$ cat config.mk
export PLATFORM = sky130hd
export DESIGN_NAME = extern_handle
export DESIGN_NICKNAME = d
export VERILOG_FILES = /design/src/logic/tpu_pkg.sv /design/src/logic/extern_handle.sv /design/src/logic/ring_buff_ctrl.sv
export VERILOG_INCLUDE_DIRS = /design/src /design/src/logic
export SDC_FILE = /design/constraint.sdc
export NUM_CORES = 1
export LEC_CHECK = 0
export BUFFER_PORTS_ARGS = -buffer_cell sky130_fd_sc_hd__buf_2
export CAP_MARGIN = 25
export CORE_MARGIN = 1
export CORE_UTILIZATION = 25
export DETAILED_ROUTE_END_ITERATION = 6
export GPL_TIMING_DRIVEN = 0
export PLACE_DENSITY_LB_ADDON = 0.25
export SLEW_MARGIN = 15
export SYNTH_ARGS = -nofsm -noshare
export SYNTH_HDL_FRONTEND = slang
export SYNTH_SLANG_ARGS = --single-unit
export TNS_END_PERCENT = 10
$ cat constraint.sdc
create_clock -name clock -period 4.8 [get_ports clock]
set_input_delay 1.2 -clock clock [delete_from_list [all_inputs] [get_ports clock]]
set_output_delay 1.2 -clock clock [all_outputs]
set_load 0.01 [all_outputs]
$ cat src/logic/tpu_params.svh
`ifndef TPU_PARAMS_SVH
`define TPU_PARAMS_SVH

////////////////////////////////////////
// Word widths

// Data and address words share one width
`define TPU_WIDTH_DATA	32

////////////////////////////////////////
// Storage sizes

// Store buffer in the port handler
`define TPU_BUFF_SIZE	16

`define TPU_MEM_DEPTH	256	// Data memory words

`endif
$ cat src/logic/tpu_pkg.sv
`include "tpu_params.svh"

package tpu_pkg;

	typedef logic [`TPU_WIDTH_DATA-1:0]	data_t;		// One data word
	typedef logic [`TPU_WIDTH_DATA-1:0]	address_t;	// Address, stride or length

	////////////////////////////////////////
	// State machines

	// Command intake, one state per command word
	typedef enum logic [2:0] {
		EXTERN_INIT, EXTERN_RECV_STRIDE, EXTERN_RECV_LENGTH,
		EXTERN_RECV_BASE, EXTERN_RECV_SET, EXTERN_RUN
	} fsm_extern_t;

	typedef enum logic [1:0] {ST_INIT, ST_BUFF, ST_RUN} fsm_extern_st_t;	// Store side

	typedef enum logic [1:0] {LD_INIT, LD_WAIT, LD_RUN} fsm_extern_ld_t;	// Load side

	// Memory access engine
	typedef enum logic [1:0] {
		ACCESS_IDLE, ACCESS_GRANT, ACCESS_LOAD, ACCESS_STORE
	} fsm_access_t;

endpackage

$ cat src/logic/extern_handle.sv
`timescale 1ns/1ns
`include "tpu_params.svh"

module extern_handle (
	input	logic					clock,
	input	logic					reset,
	input	logic					in_req,		// Word strobe from agent
	input	tpu_pkg::data_t			in_data,
	input	logic					in_rls,		// Release from agent
	output	logic					out_req,	// Word strobe to agent
	output	tpu_pkg::data_t			out_data,
	output	logic					out_rls,	// Last loaded word
	output	logic					buff_full,
	output	logic					abort,		// Engine abort on release
	output	logic					ld_req,
	output	tpu_pkg::address_t		ld_length,
	output	tpu_pkg::address_t		ld_stride,
	output	tpu_pkg::address_t		ld_base,
	input	logic					ld_grant,
	input	tpu_pkg::data_t			ld_data,
	input	logic					ld_term,
	output	logic					st_req,		// Config pulse, then data strobe
	output	tpu_pkg::address_t		st_length,
	output	tpu_pkg::address_t		st_stride,
	output	tpu_pkg::address_t		st_base,
	input	logic					st_grant,
	output	tpu_pkg::data_t			st_data,
	input	logic					st_term
);

	localparam int WIDTH_BUFF = $clog2(`TPU_BUFF_SIZE);

	tpu_pkg::fsm_extern_t		fsm_extern;
	tpu_pkg::fsm_extern_st_t	fsm_st;
	tpu_pkg::fsm_extern_ld_t	fsm_ld;

	tpu_pkg::address_t	r_stride;
	tpu_pkg::address_t	r_length;
	tpu_pkg::address_t	r_base;
	logic				r_dir_load;	// Top bit of the stride word
	tpu_pkg::address_t	st_count;	// Words handed to the engine

	logic is_recv_set;
	logic is_run;
	logic ld_config;
	logic st_config;
	logic st_phase;
	logic st_drain;
	logic ld_run;
	logic buff_we;
	logic buff_clear;

	logic [WIDTH_BUFF-1:0]	wr_ptr;
	logic [WIDTH_BUFF-1:0]	rd_ptr;
	logic					full;
	logic					empty;

	tpu_pkg::data_t buff [`TPU_BUFF_SIZE];

	assign is_recv_set = fsm_extern == tpu_pkg::EXTERN_RECV_SET;
	assign is_run = fsm_extern == tpu_pkg::EXTERN_RUN;
	assign ld_config = is_recv_set & r_dir_load;
	assign st_config = is_recv_set & ~r_dir_load;
	assign abort = is_run & in_rls;

	// Store words are buffered from RECV_SET onward
	assign st_phase = ~r_dir_load & (is_recv_set | is_run);
	assign buff_we = in_req & st_phase & ~full;
	assign buff_clear = abort | st_term;

	// Drain stops after length words even if the agent overruns
	assign st_drain = (fsm_st == tpu_pkg::ST_RUN) & ~empty & (st_count != r_length);
	assign ld_run = fsm_ld == tpu_pkg::LD_RUN;

	////////////////////////////////////////
	// Engine side
	assign ld_req = ld_config;
	assign ld_length = r_length;
	assign ld_stride = r_stride;
	assign ld_base = r_base;

	assign st_req = st_config | st_drain;
	assign st_length = r_length;
	assign st_stride = r_stride;
	assign st_base = r_base;
	assign st_data = buff[rd_ptr];

	////////////////////////////////////////
	// Agent side
	assign out_req = ld_run;
	assign out_data = ld_run ? ld_data : '0;
	assign out_rls = ld_run & ld_term;
	assign buff_full = full;

	// Command words, captured as they arrive
	always_ff @(posedge clock) begin
		if (in_req) begin
			case (fsm_extern)
				tpu_pkg::EXTERN_RECV_STRIDE: r_stride <= {1'b0, in_data[`TPU_WIDTH_DATA-2:0]};
				tpu_pkg::EXTERN_RECV_LENGTH: r_length <= in_data;
				tpu_pkg::EXTERN_RECV_BASE: r_base <= in_data;
				default: ;
			endcase
		end
	end

	always_ff @(posedge clock) begin
		if (reset) begin
			r_dir_load <= 1'b0;
		end else if (in_req && fsm_extern == tpu_pkg::EXTERN_RECV_STRIDE) begin
			r_dir_load <= in_data[`TPU_WIDTH_DATA-1];	// 1 selects load
		end
	end

	always_ff @(posedge clock) begin
		if (reset || is_recv_set) begin
			st_count <= '0;
		end else if (st_drain) begin
			st_count <= st_count + 1'b1;
		end
	end

	always_ff @(posedge clock) begin
		if (buff_we) begin
			buff[wr_ptr] <= in_data;
		end
	end

	////////////////////////////////////////
	// Command machine
	always_ff @(posedge clock) begin
		if (reset) begin
			fsm_extern <= tpu_pkg::EXTERN_INIT;
		end else begin
			case (fsm_extern)
				tpu_pkg::EXTERN_INIT: begin
					if (in_req) fsm_extern <= tpu_pkg::EXTERN_RECV_STRIDE;	// Open word
				end
				tpu_pkg::EXTERN_RECV_STRIDE: begin
					if (in_req) fsm_extern <= tpu_pkg::EXTERN_RECV_LENGTH;
				end
				tpu_pkg::EXTERN_RECV_LENGTH: begin
					if (in_req) fsm_extern <= tpu_pkg::EXTERN_RECV_BASE;
				end
				tpu_pkg::EXTERN_RECV_BASE: begin
					if (in_req) fsm_extern <= tpu_pkg::EXTERN_RECV_SET;
				end
				tpu_pkg::EXTERN_RECV_SET: fsm_extern <= tpu_pkg::EXTERN_RUN;
				tpu_pkg::EXTERN_RUN: begin
					if (ld_term || st_term || in_rls) fsm_extern <= tpu_pkg::EXTERN_INIT;
				end
				default: fsm_extern <= tpu_pkg::EXTERN_INIT;
			endcase
		end
	end

	// Store control
	always_ff @(posedge clock) begin
		if (reset || abort) begin
			fsm_st <= tpu_pkg::ST_INIT;
		end else begin
			case (fsm_st)
				tpu_pkg::ST_INIT: if (st_config) fsm_st <= tpu_pkg::ST_BUFF;
				tpu_pkg::ST_BUFF: if (st_grant) fsm_st <= tpu_pkg::ST_RUN;
				tpu_pkg::ST_RUN: if (st_term) fsm_st <= tpu_pkg::ST_INIT;
				default: fsm_st <= tpu_pkg::ST_INIT;
			endcase
		end
	end

	// Load control
	always_ff @(posedge clock) begin
		if (reset || abort) begin
			fsm_ld <= tpu_pkg::LD_INIT;
		end else begin
			case (fsm_ld)
				tpu_pkg::LD_INIT: if (ld_config) fsm_ld <= tpu_pkg::LD_WAIT;
				tpu_pkg::LD_WAIT: if (ld_grant) fsm_ld <= tpu_pkg::LD_RUN;
				tpu_pkg::LD_RUN: if (ld_term) fsm_ld <= tpu_pkg::LD_INIT;
				default: fsm_ld <= tpu_pkg::LD_INIT;
			endcase
		end
	end

	ring_buff_ctrl #(
		.NUM_ENTRY	(`TPU_BUFF_SIZE)
	) u_ring_buff_ctrl (
		.clock		(clock),
		.reset		(reset),
		.clear		(buff_clear),
		.we			(buff_we),
		.re			(st_drain),
		.wr_ptr		(wr_ptr),
		.rd_ptr		(rd_ptr),
		.full		(full),
		.empty		(empty),
		.num		()
	);

endmodule

$ cat src/logic/ring_buff_ctrl.sv
`timescale 1ns/1ns

module ring_buff_ctrl #(
	parameter int NUM_ENTRY = 16
)(
	input	logic							clock,
	input	logic							reset,
	input	logic							clear,	// Drop all entries
	input	logic							we,
	input	logic							re,
	output	logic [$clog2(NUM_ENTRY)-1:0]	wr_ptr,
	output	logic [$clog2(NUM_ENTRY)-1:0]	rd_ptr,
	output	logic							full,
	output	logic							empty,
	output	logic [$clog2(NUM_ENTRY):0]		num		// Occupancy
);

	localparam int WIDTH_PTR = $clog2(NUM_ENTRY);
	localparam logic [WIDTH_PTR-1:0] LAST_PTR = WIDTH_PTR'(NUM_ENTRY - 1);
	localparam logic [WIDTH_PTR:0] FULL_NUM = (WIDTH_PTR + 1)'(NUM_ENTRY);

	logic do_write;
	logic do_read;

	assign full = num == FULL_NUM;
	assign empty = num == '0;
	assign do_write = we & ~full;	// Dropped when full
	assign do_read = re & ~empty;

	// Pointers wrap at the last entry
	always_ff @(posedge clock) begin
		if (reset || clear) begin
			wr_ptr <= '0;
			rd_ptr <= '0;
		end else begin
			if (do_write) begin
				wr_ptr <= (wr_ptr == LAST_PTR) ? '0 : wr_ptr + 1'b1;
			end
			if (do_read) begin
				rd_ptr <= (rd_ptr == LAST_PTR) ? '0 : rd_ptr + 1'b1;
			end
		end
	end

	always_ff @(posedge clock) begin
		if (reset || clear) begin
			num <= '0;
		end else if (do_write && !do_read) begin
			num <= num + 1'b1;
		end else if (do_read && !do_write) begin
			num <= num - 1'b1;
		end
	end

endmodule

## Word-level counts from Yosys, hierarchy flattened

Memories as Yosys holds them, arrays and structs flattened. A register that Yosys moved wholly into a read port is not among the register bits.
Index checks and enable logic that the tools add are counted.

- Register bits after elaboration: 148
- RAM bits: 512
- Input port bits: 72
- Output and inout bits: 262
- Memories: 1

Memory list:

| name | words | width | rd ports | clocked after memory_dff | write ports | line | RTL |
|---|---|---|---|---|---|---|---|
| buff | 16 | 32 | 1 | 1 | 1 | extern_handle.sv:58 | `` tpu_pkg::data_t buff [`TPU_BUFF_SIZE]; `` |

- $add $sub $neg: 5
- Equality and inequality tests: 24
- Mux-type cells: 23
- Bitwise logic cells: 17
- Reduce and logical (&&, ||, !) cells: 21

Operator list:

| kind | count |
|---|---|
| $add 32x1->32 const B | 1 |
| $mux 32 | 1 |
| $ne 32x32->1 | 1 |
| $ne 2x2->1 const B | 10 |
| $pmux 3 s6 | 1 |
| $mux 4 | 4 |
| $mux 3 | 5 |
| $mux 2 | 6 |
| $pmux 2 s3 | 2 |
| $and 1x1->1 | 11 |
| $mux 5 | 2 |
| $add 4x1->4 const B | 2 |
| $eq 4x4->1 const B | 2 |
| $eq 3x2->1 const B | 2 |
| $eq 3x3->1 const B | 2 |
| $reduce_and 2->1 | 3 |
| $reduce_and 3->1 | 2 |
| $add 5x1->5 const B | 1 |
| $eq 5x5->1 const B | 1 |
| $logic_not 5->1 | 1 |
| $logic_or 1x1->1 | 5 |
| $reduce_and 5->1 | 1 |
| $sub 5x1->5 const B | 1 |
| $eq 2x1->1 const B | 2 |
| 11 further kinds | 21 |

## Depth between registers and ports, before layout

Gate-level depths: netlist (run 1).

- Depth after elaboration: 10
- Mapped depth: 16

## Modules after synthesis

A second synthesis (run 1) with hierarchy kept.

- Cell total of the unflattened synthesis: 1353
- Area, all modules: 26361.5 um^2

Modules (own cells, without submodules):

| module | times used | cells an instance | area each (um^2) |
|---|---|---|---|
| extern_handle | 1 | 1270 | 25603.3 |
| ring_buff_ctrl | 1 | 83 | 758.2 |

## Worst setup path after synthesis (run 1)

OpenSTA, ideal clock, no wires.

- Path type: in2reg
- From: input port in_req
- To: memory buff[7][0] (netlist bit) (enable)
- Library setup time: 0.468 ns
- Data arrival time: 4.175 ns
- Required time: 4.332 ns
- Slack: 0.158 ns
- Stages on the path: 4
- Path buffers: 1
- Cells stage by stage: and4b_1 -> clkbuf_1 -> nand2_1 -> nor3b_1

- Longest elaborated chain between the ends: 4

Ends and longest elaborated chain:

| what | line | RTL |
|---|---|---|
| start, declared | extern_handle.sv:7 | `input logic in_req,` |
| $and 1x1->1 (2 in series) | extern_handle.sv:68 | `assign buff_we = in_req & st_phase & ~full;` |
| $mux 1 | extern_handle.sv:124 | `if (buff_we) begin` |
| $mux 1 (implied by the code) | extern_handle.sv:125 | `buff[wr_ptr] <= in_data;` |
| end, declared | extern_handle.sv:58 |  |

No other way between the ends.

==> results of run 1 <==
-- sequential cells by signal, summed over array words and instances (netlist names), named ones only --
register,count
u_ring_buff_ctrl.wr_ptr,4
u_ring_buff_ctrl.num,5
fsm_extern,3
ld_base,32
u_ring_buff_ctrl.rd_ptr,4
buff,512
ld_stride,31
fsm_ld,2
st_count,32
ld_length,32
fsm_st,2
r_dir_load,1
-- cell usage after synthesis (6+ instances only) --
cell      instances
a21oi_1          32
and2_1           43
and3_1            9
buf_1             7
buf_2            10
buf_4            97
clkbuf_1         33
dfxtp_1          57
edfxtp_1        607
ha_1             10
inv_1            15
mux4_2          160
nand2_1          24
nand3_1          12
nand4_1          22
nor2_1           27
nor3_1            7
o211ai_1          7
o21ai_0          13
o31ai_1           6
or3_1            19
or4_1             9
xnor2_1          40
-- cell families (layout without fill, tap and decap cells) --
group | count (synthesis) | count (layout) | synth area share [%]
compound gates | 82 | 82 | 1.95
xor+xnor | 45 | 45 | 1.50
fa+ha+maj | 11 | 11 | 0.553
buf+inv | 167 | 670 | 3.94
flops | 664 | 664 | 73.8
mux | 165 | 165 | 13.9
other cells | 1 | 3 | 0.0143
simple gates | 199 | 199 | 4.32
-- final timing paths --
path / endpoint / slack (ns) / cells past startpoint
max: st_data[2] / 0.13 / 5
min: fsm_st[0] / 0.44 / 1
max reg2reg: u_ring_buff_ctrl.num[4] / 0.73 / 14
min reg2reg: fsm_st[0] / 0.44 / 1
-- area by class of cell --
class / count / share of cell area [%]
diodes: 1 / 0.00769
repair buffers: 363 / 6.26
clock inverters: 44 / 1.14
inverters: 15 / 0.173
plain buffers: 152 / 3.03
flip-flops and latches: 664 / 59.5
well taps: 1380 / 5.30
clock buffers: 96 / 6.40
multi-input cells: 504 / 18.2
-- power breakdown --
part / internal [µW] / switching, µW / leakage (µW) / total [µW]
clock network: 3310 / 2410 / 0.00117 / 5720
logic: 86.8 / 166 / 0.00369 / 253
registers: 6330 / 25.0 / 0.00592 / 6360
total: 9730 / 2600 / 0.0108 / 12300
-- routing by layer --
layer	share of wire, %	GRT usage (%)	vias up
met3	5.0	2.74	114
li1	-	-	6177
met2	49	23.5	459
met4	2.1	3.63	2
met1	44	19.0	7596
met5	0.013	0	-
-- stage by stage --
stage	util, %	power (µW)	std cells	area [µm²]	TNS [ns]
after CTS	31.4	12500	3217	32600	0
after floorplan	-	6550	1335	26300	0
after detailed placement	29.0	6740	3077	30100	0
after global placement	28.6	6730	3046	29600	-510.31
final	31.4	12300	3219	32600	0
after global routing	31.4	12700	3218	32600	-0.0597
==> flow_metrics.py, run 1 <==
metrics = {
    "drt": {
        "vias_per_cell": 4.46,
        "route.detailed.drc": 0,
        "wl_per_cell_um": 23.7,
        "drt-pass1-iter-count": 5,
        "dr.first_iter.drc_count": 1163,
        "vias": 14300,
        "antenna_left": 0,
        "wl_um": 76200,
    },
    "sta": {
        "min_period_over_period_pct": 97.3,
        "fmax_ghz": 0.214,
        "finalClockSkew_ns": 0.0245,
        "drv_slew": 0,
        "fin_crit_ns": 4.67,
        "hold_violations": 0,
        "maxSlewHeadroom_pct": 28.1,
        "setup_violations": 0,
        "tightestPinTransition_ns": 1.08,
        "hold_ws_ns": 0.443,
        "setup_ws_ns": 0.129,
        "rsz0062_at_grt": "true",
    },
    "hold_path": {
        "min_path_type": "reg2reg",
        "min_from": "fsm_st[1]",
    },
    "yosys": {
        "synth.ff_latch_count": 664,
        "ys.warnings.count": 0,
        "yosysSeqAreaShare_pct": 73.8,
        "syn_inst": 1334,
        "synth.area.top_cells": "edfxtp_1, mux4_2, dfxtp_1",
        "ys_types": 55,
        "syn_area_um2": 26200,
        "synth_flop_cell": "edfxtp_1",
        "synth_top_area_share_pct": 69.4,
        "ys_async_sr_fraction_pct": 0,
        "yosysTopAreaCell": "edfxtp_1",
        "synth_area_per_cell_um2": 19.7,
        "synth-edff-count": 607,
    },
    "worst_setup_path": {
        "critPathKind": "reg2out",
        "crit_required_ns": 3.60,
        "crit_fanout": 10,
        "crit_slowest_cell": "clkbuf_1",
        "start_kind": "flip-flop",
        "arrival_ns": 3.47,
        "critPathBufInv": 3,
        "endpoint_kind": "primary output",
        "crit_chain": "clkbuf_1 -> clkbuf_1 -> mux4_2 -> mux4_2 -> buf_2",
        "cp_top_family": "buffers and inverters",
        "r2r-start": "ld_length[18]",
        "slowest_delay_ns": 0.83,
    },
    "placed_design": {
        "pre_cts_ws_ns": 0.576,
        "place_congestion": 0.838,
        "hpwl_um": 49300,
        "io_buffer_count": 331,
    },
    "clock_tree": {
        "cts.sinks": 664,
        "cts_tree": "yes",
        "cts-root-buf": "clkbuf_16",
        "postCtsSetupBuffers": 0,
        "clockBufferDepth": 3,
        "clkLatencyLatePin_ns": 0.63,
        "cts_buffers": 77,
        "path_clk_slew_ns": 0.06,
        "cts_resized": 2,
        "ctsHoldBuffers": 0,
        "htreeDepth": 3,
    },
    "finish": {
        "ff_latch_area_um2": 19400,
        "fillers": 10100,
        "final_common_cell": "edfxtp_1",
        "fin_nets": 1860,
        "mostFrequentLayoutCells": "edfxtp_1, buf_2, mux4_2",
        "drive_gt1_share_pct": 42.1,
        "multiInputGateArea_um2": 5930,
        "area_growth_pct": 24.1,
    },
    "power": {
        "power_leakage_uw": 0.0108,
        "ir_worst_vdd_mv": 0.207,
        "p_per_area_nw_per_um2": 379,
    },
    "global_routing": {
        "grt_pass1_wl_um": 107000,
        "track_usage_pct": 14.2,
        "antenna_found_initial": 6,
        "grt_pass1_vias": 14600,
        "grt_overflow": 0,
        "grt_start_max_net_pins": 33,
    },
    "die": {
        "core.rowCount": 118,
        "die_width_um": 326,
        "initial_utilization_pct": 25.3,
        "fp.dieH_um": 326,
        "ios": 334,
        "core_area_um2": 104000,
        "die_area_um2": 106000,
    },
    "run": {
        "drv_cap": 0,
    },
    "outcome": {
        "status": "complete, no violations",
    },
}
Power figures use the tool's default switching activity.
==> run 2, diff against run 1 <==
--- a/config.mk
+++ b/config.mk
@@ -13,6 +13,7 @@
 export DETAILED_ROUTE_END_ITERATION = 6
 export GPL_TIMING_DRIVEN = 0
 export PLACE_DENSITY_LB_ADDON = 0.25
+export REMOVE_ABC_BUFFERS = 1
 export SLEW_MARGIN = 15
 export SYNTH_ARGS = -nofsm -noshare
 export SYNTH_HDL_FRONTEND = slang
==> run 2 against run 1 <==
Utilization shrank 0.78 points. Critical path type unchanged. Sequential share of layout area up 1.6 points. Critical endpoint is now st_req. Power fell by 1.7%. Hold slack lost 0.0086 ns. Routed wire length fell by 6.7%. Count of clock-buffer cells in the layout is 2 higher. Combinational power decreased by 11%.
==> flow_metrics.py, run 2 (synthesis gave the netlist of run 1 again) <==
metrics = {
    "power": {
        "combPwrFrac_pct": 1.8,
        "p_sw_share_pct": 20.9,
        "p_clk_share_pct": 45.7,
        "ir_worst_vdd_mv": 0.205,
        "p_sw_uw": 2540,
        "power_leakage_uw": 0.0103,
        "seq_power_share_pct": 52.4,
        "p_per_area_nw_per_um2": 382,
        "internal_power_uw": 9590,
    },
    "clock_tree": {
        "cts.sinks": 664,
        "clkLatencyLatePin_ns": 0.62,
        "path_clk_slew_ns": 0.06,
        "clockBufferDepth": 3,
        "htreeDepth": 3,
        "postCtsSetupBuffers": 1,
        "cts_tree": "yes",
        "cts-root-buf": "clkbuf_16",
        "cts_buffers": 76,
        "cts_resized": 0,
        "ctsHoldBuffers": 0,
    },
    "sta": {
        "rsz0062_at_grt": "false",
        "finalClockSkew_ns": 0.0204,
        "fmax_ghz": 0.219,
        "tightestPinTransition_ns": 0.913,
        "maxSlewHeadroom_pct": 38.6,
        "hold_ws_ns": 0.435,
        "min_period_over_period_pct": 95.1,
        "fin_crit_ns": 4.57,
        "setup_violations": 0,
        "drv_slew": 0,
        "hold_violations": 0,
        "setup_ws_ns": 0.235,
    },
    "drt": {
        "wl_per_cell_um": 23.1,
        "dr.first_iter.drc_count": 1061,
        "antenna_left": 0,
        "drt-pass1-iter-count": 5,
        "route.detailed.drc": 0,
        "m1WireLength_um": 30700,
        "dr.max_layer_used": "met4",
        "routed-wl-met2_um": 35800,
        "vias": 13600,
        "vias_per_cell": 4.40,
        "wl_met3_um": 2890,
        "wl_um": 71100,
    },
    "finish": {
        "fillers": 10100,
        "mostFrequentLayoutCells": "edfxtp_1, buf_2, mux4_2",
        "area_growth_pct": 21.0,
        "fin_area_um2": 31800,
        "final_common_cell": "edfxtp_1",
        "post-route-util_pct": 30.6,
        "fin_nets": 1718,
        "drive_gt1_share_pct": 39.7,
        "stdcell_count": 3083,
        "largest_reg_flops": 512,
        "top_register": "buff",
    },
    "worst_setup_path": {
        "startpoint": "ld_length[12]",
        "start_kind": "flip-flop",
        "arrival_ns": 3.37,
        "crit_required_ns": 3.60,
        "crit_chain": "xnor2_1 -> nand4_1 -> or4_1 -> o21ai_4 -> buf_16 -> o21ai_0 -> buf_2",
        "crit_fanout": 19,
        "endpoint_kind": "primary output",
        "critPathKind": "reg2out",
        "r2r-start": "ld_length[12]",
        "slowest_delay_ns": 0.64,
        "crit_slowest_cell": "or4_1",
    },
    "placed_design": {
        "placed_cell_area_um2": 29300,
        "hpwl_um": 44300,
        "pre_cts_ws_ns": 0.567,
        "placedCellCount": 2935,
        "place_congestion": 0.801,
        "io_buffer_count": 331,
    },
    "global_routing": {
        "antenna_found_initial": 6,
        "grt_overflow": 0,
        "grt_pass1_wl_um": 101000,
        "grt_start_max_net_pins": 44,
        "grt_pass1_vias": 13700,
        "track_usage_pct": 13.3,
    },
    "die": {
        "die_area_um2": 106000,
        "initial_utilization_pct": 25.3,
        "ios": 334,
        "die_width_um": 326,
        "fp.dieH_um": 326,
        "core_area_um2": 104000,
        "core.rowCount": 118,
    },
    "hold_path": {
        "min_from": "fsm_ld[1]",
        "min_path_type": "reg2reg",
    },
    "run": {
        "drv_cap": 0,
    },
    "outcome": {
        "status": "complete, no violations",
    },
}
[run 2: power groups by stage]
stage                     clock network, µW  registers (µW)  logic (µW)
final                                  5540            6360         224
after global routing                   5900            6360         245
after CTS                              5710            6360         229
after detailed placement                  0            6480         228
after global placement                    0            6480         214
after floorplan                           0            6490        32.7
[run 2: worst max-delay path: cells and delay by family (launching register included)]
kind	cells	cell delay, ns
XOR/XNOR	1	0.36
buffers and inverters	2	0.45
flip-flops	1	0.53
AND/OR/NAND/NOR	2	0.86
AO/OA/AOI/OAI	2	0.54
[run 2: area by class of cell]
class / instances / area (µm²) / share of cell area, %
Inverter: 15 / 56.3 / 0.177
Tap cell: 1380 / 1730 / 5.44
Sequential cell: 664 / 19400 / 61.0
Clock inverter: 42 / 287 / 0.902
Multi-Input combinational cell: 504 / 5930 / 18.7
Clock buffer: 98 / 2090 / 6.58
Timing Repair Buffer: 374 / 2270 / 7.14
Antenna cell: 6 / 15.0 / 0.0473
[run 2: layer usage]
| metal | vias up | GRT usage, % |
|---|---|---|
| met4 | 0 | 3.92 |
| met2 | 412 | 22.5 |
| met3 | 102 | 1.82 |
| met5 | - | 0 |
| met1 | 7131 | 17.6 |
| li1 | 5914 | - |
[run 2: stage by stage]
step	setup TNS, ns	power (µW)
6_report	0	12100
5_1_grt	0	12500
4_1_cts	0	12300
3_5_place_dp	0	6710
3_3_place_gp	-743.01	6700
2_1_floorplan	-91.41	6530
[run 2: final timing paths]
path / end / slack (ns) / depth (start not counted)
worst max-delay path: st_req / 0.23 / 7
worst min-delay path: fsm_ld[0] / 0.43 / 1
worst max register to register: u_ring_buff_ctrl.num[4] / 0.85 / 13
worst min register to register: fsm_ld[0] / 0.43 / 1
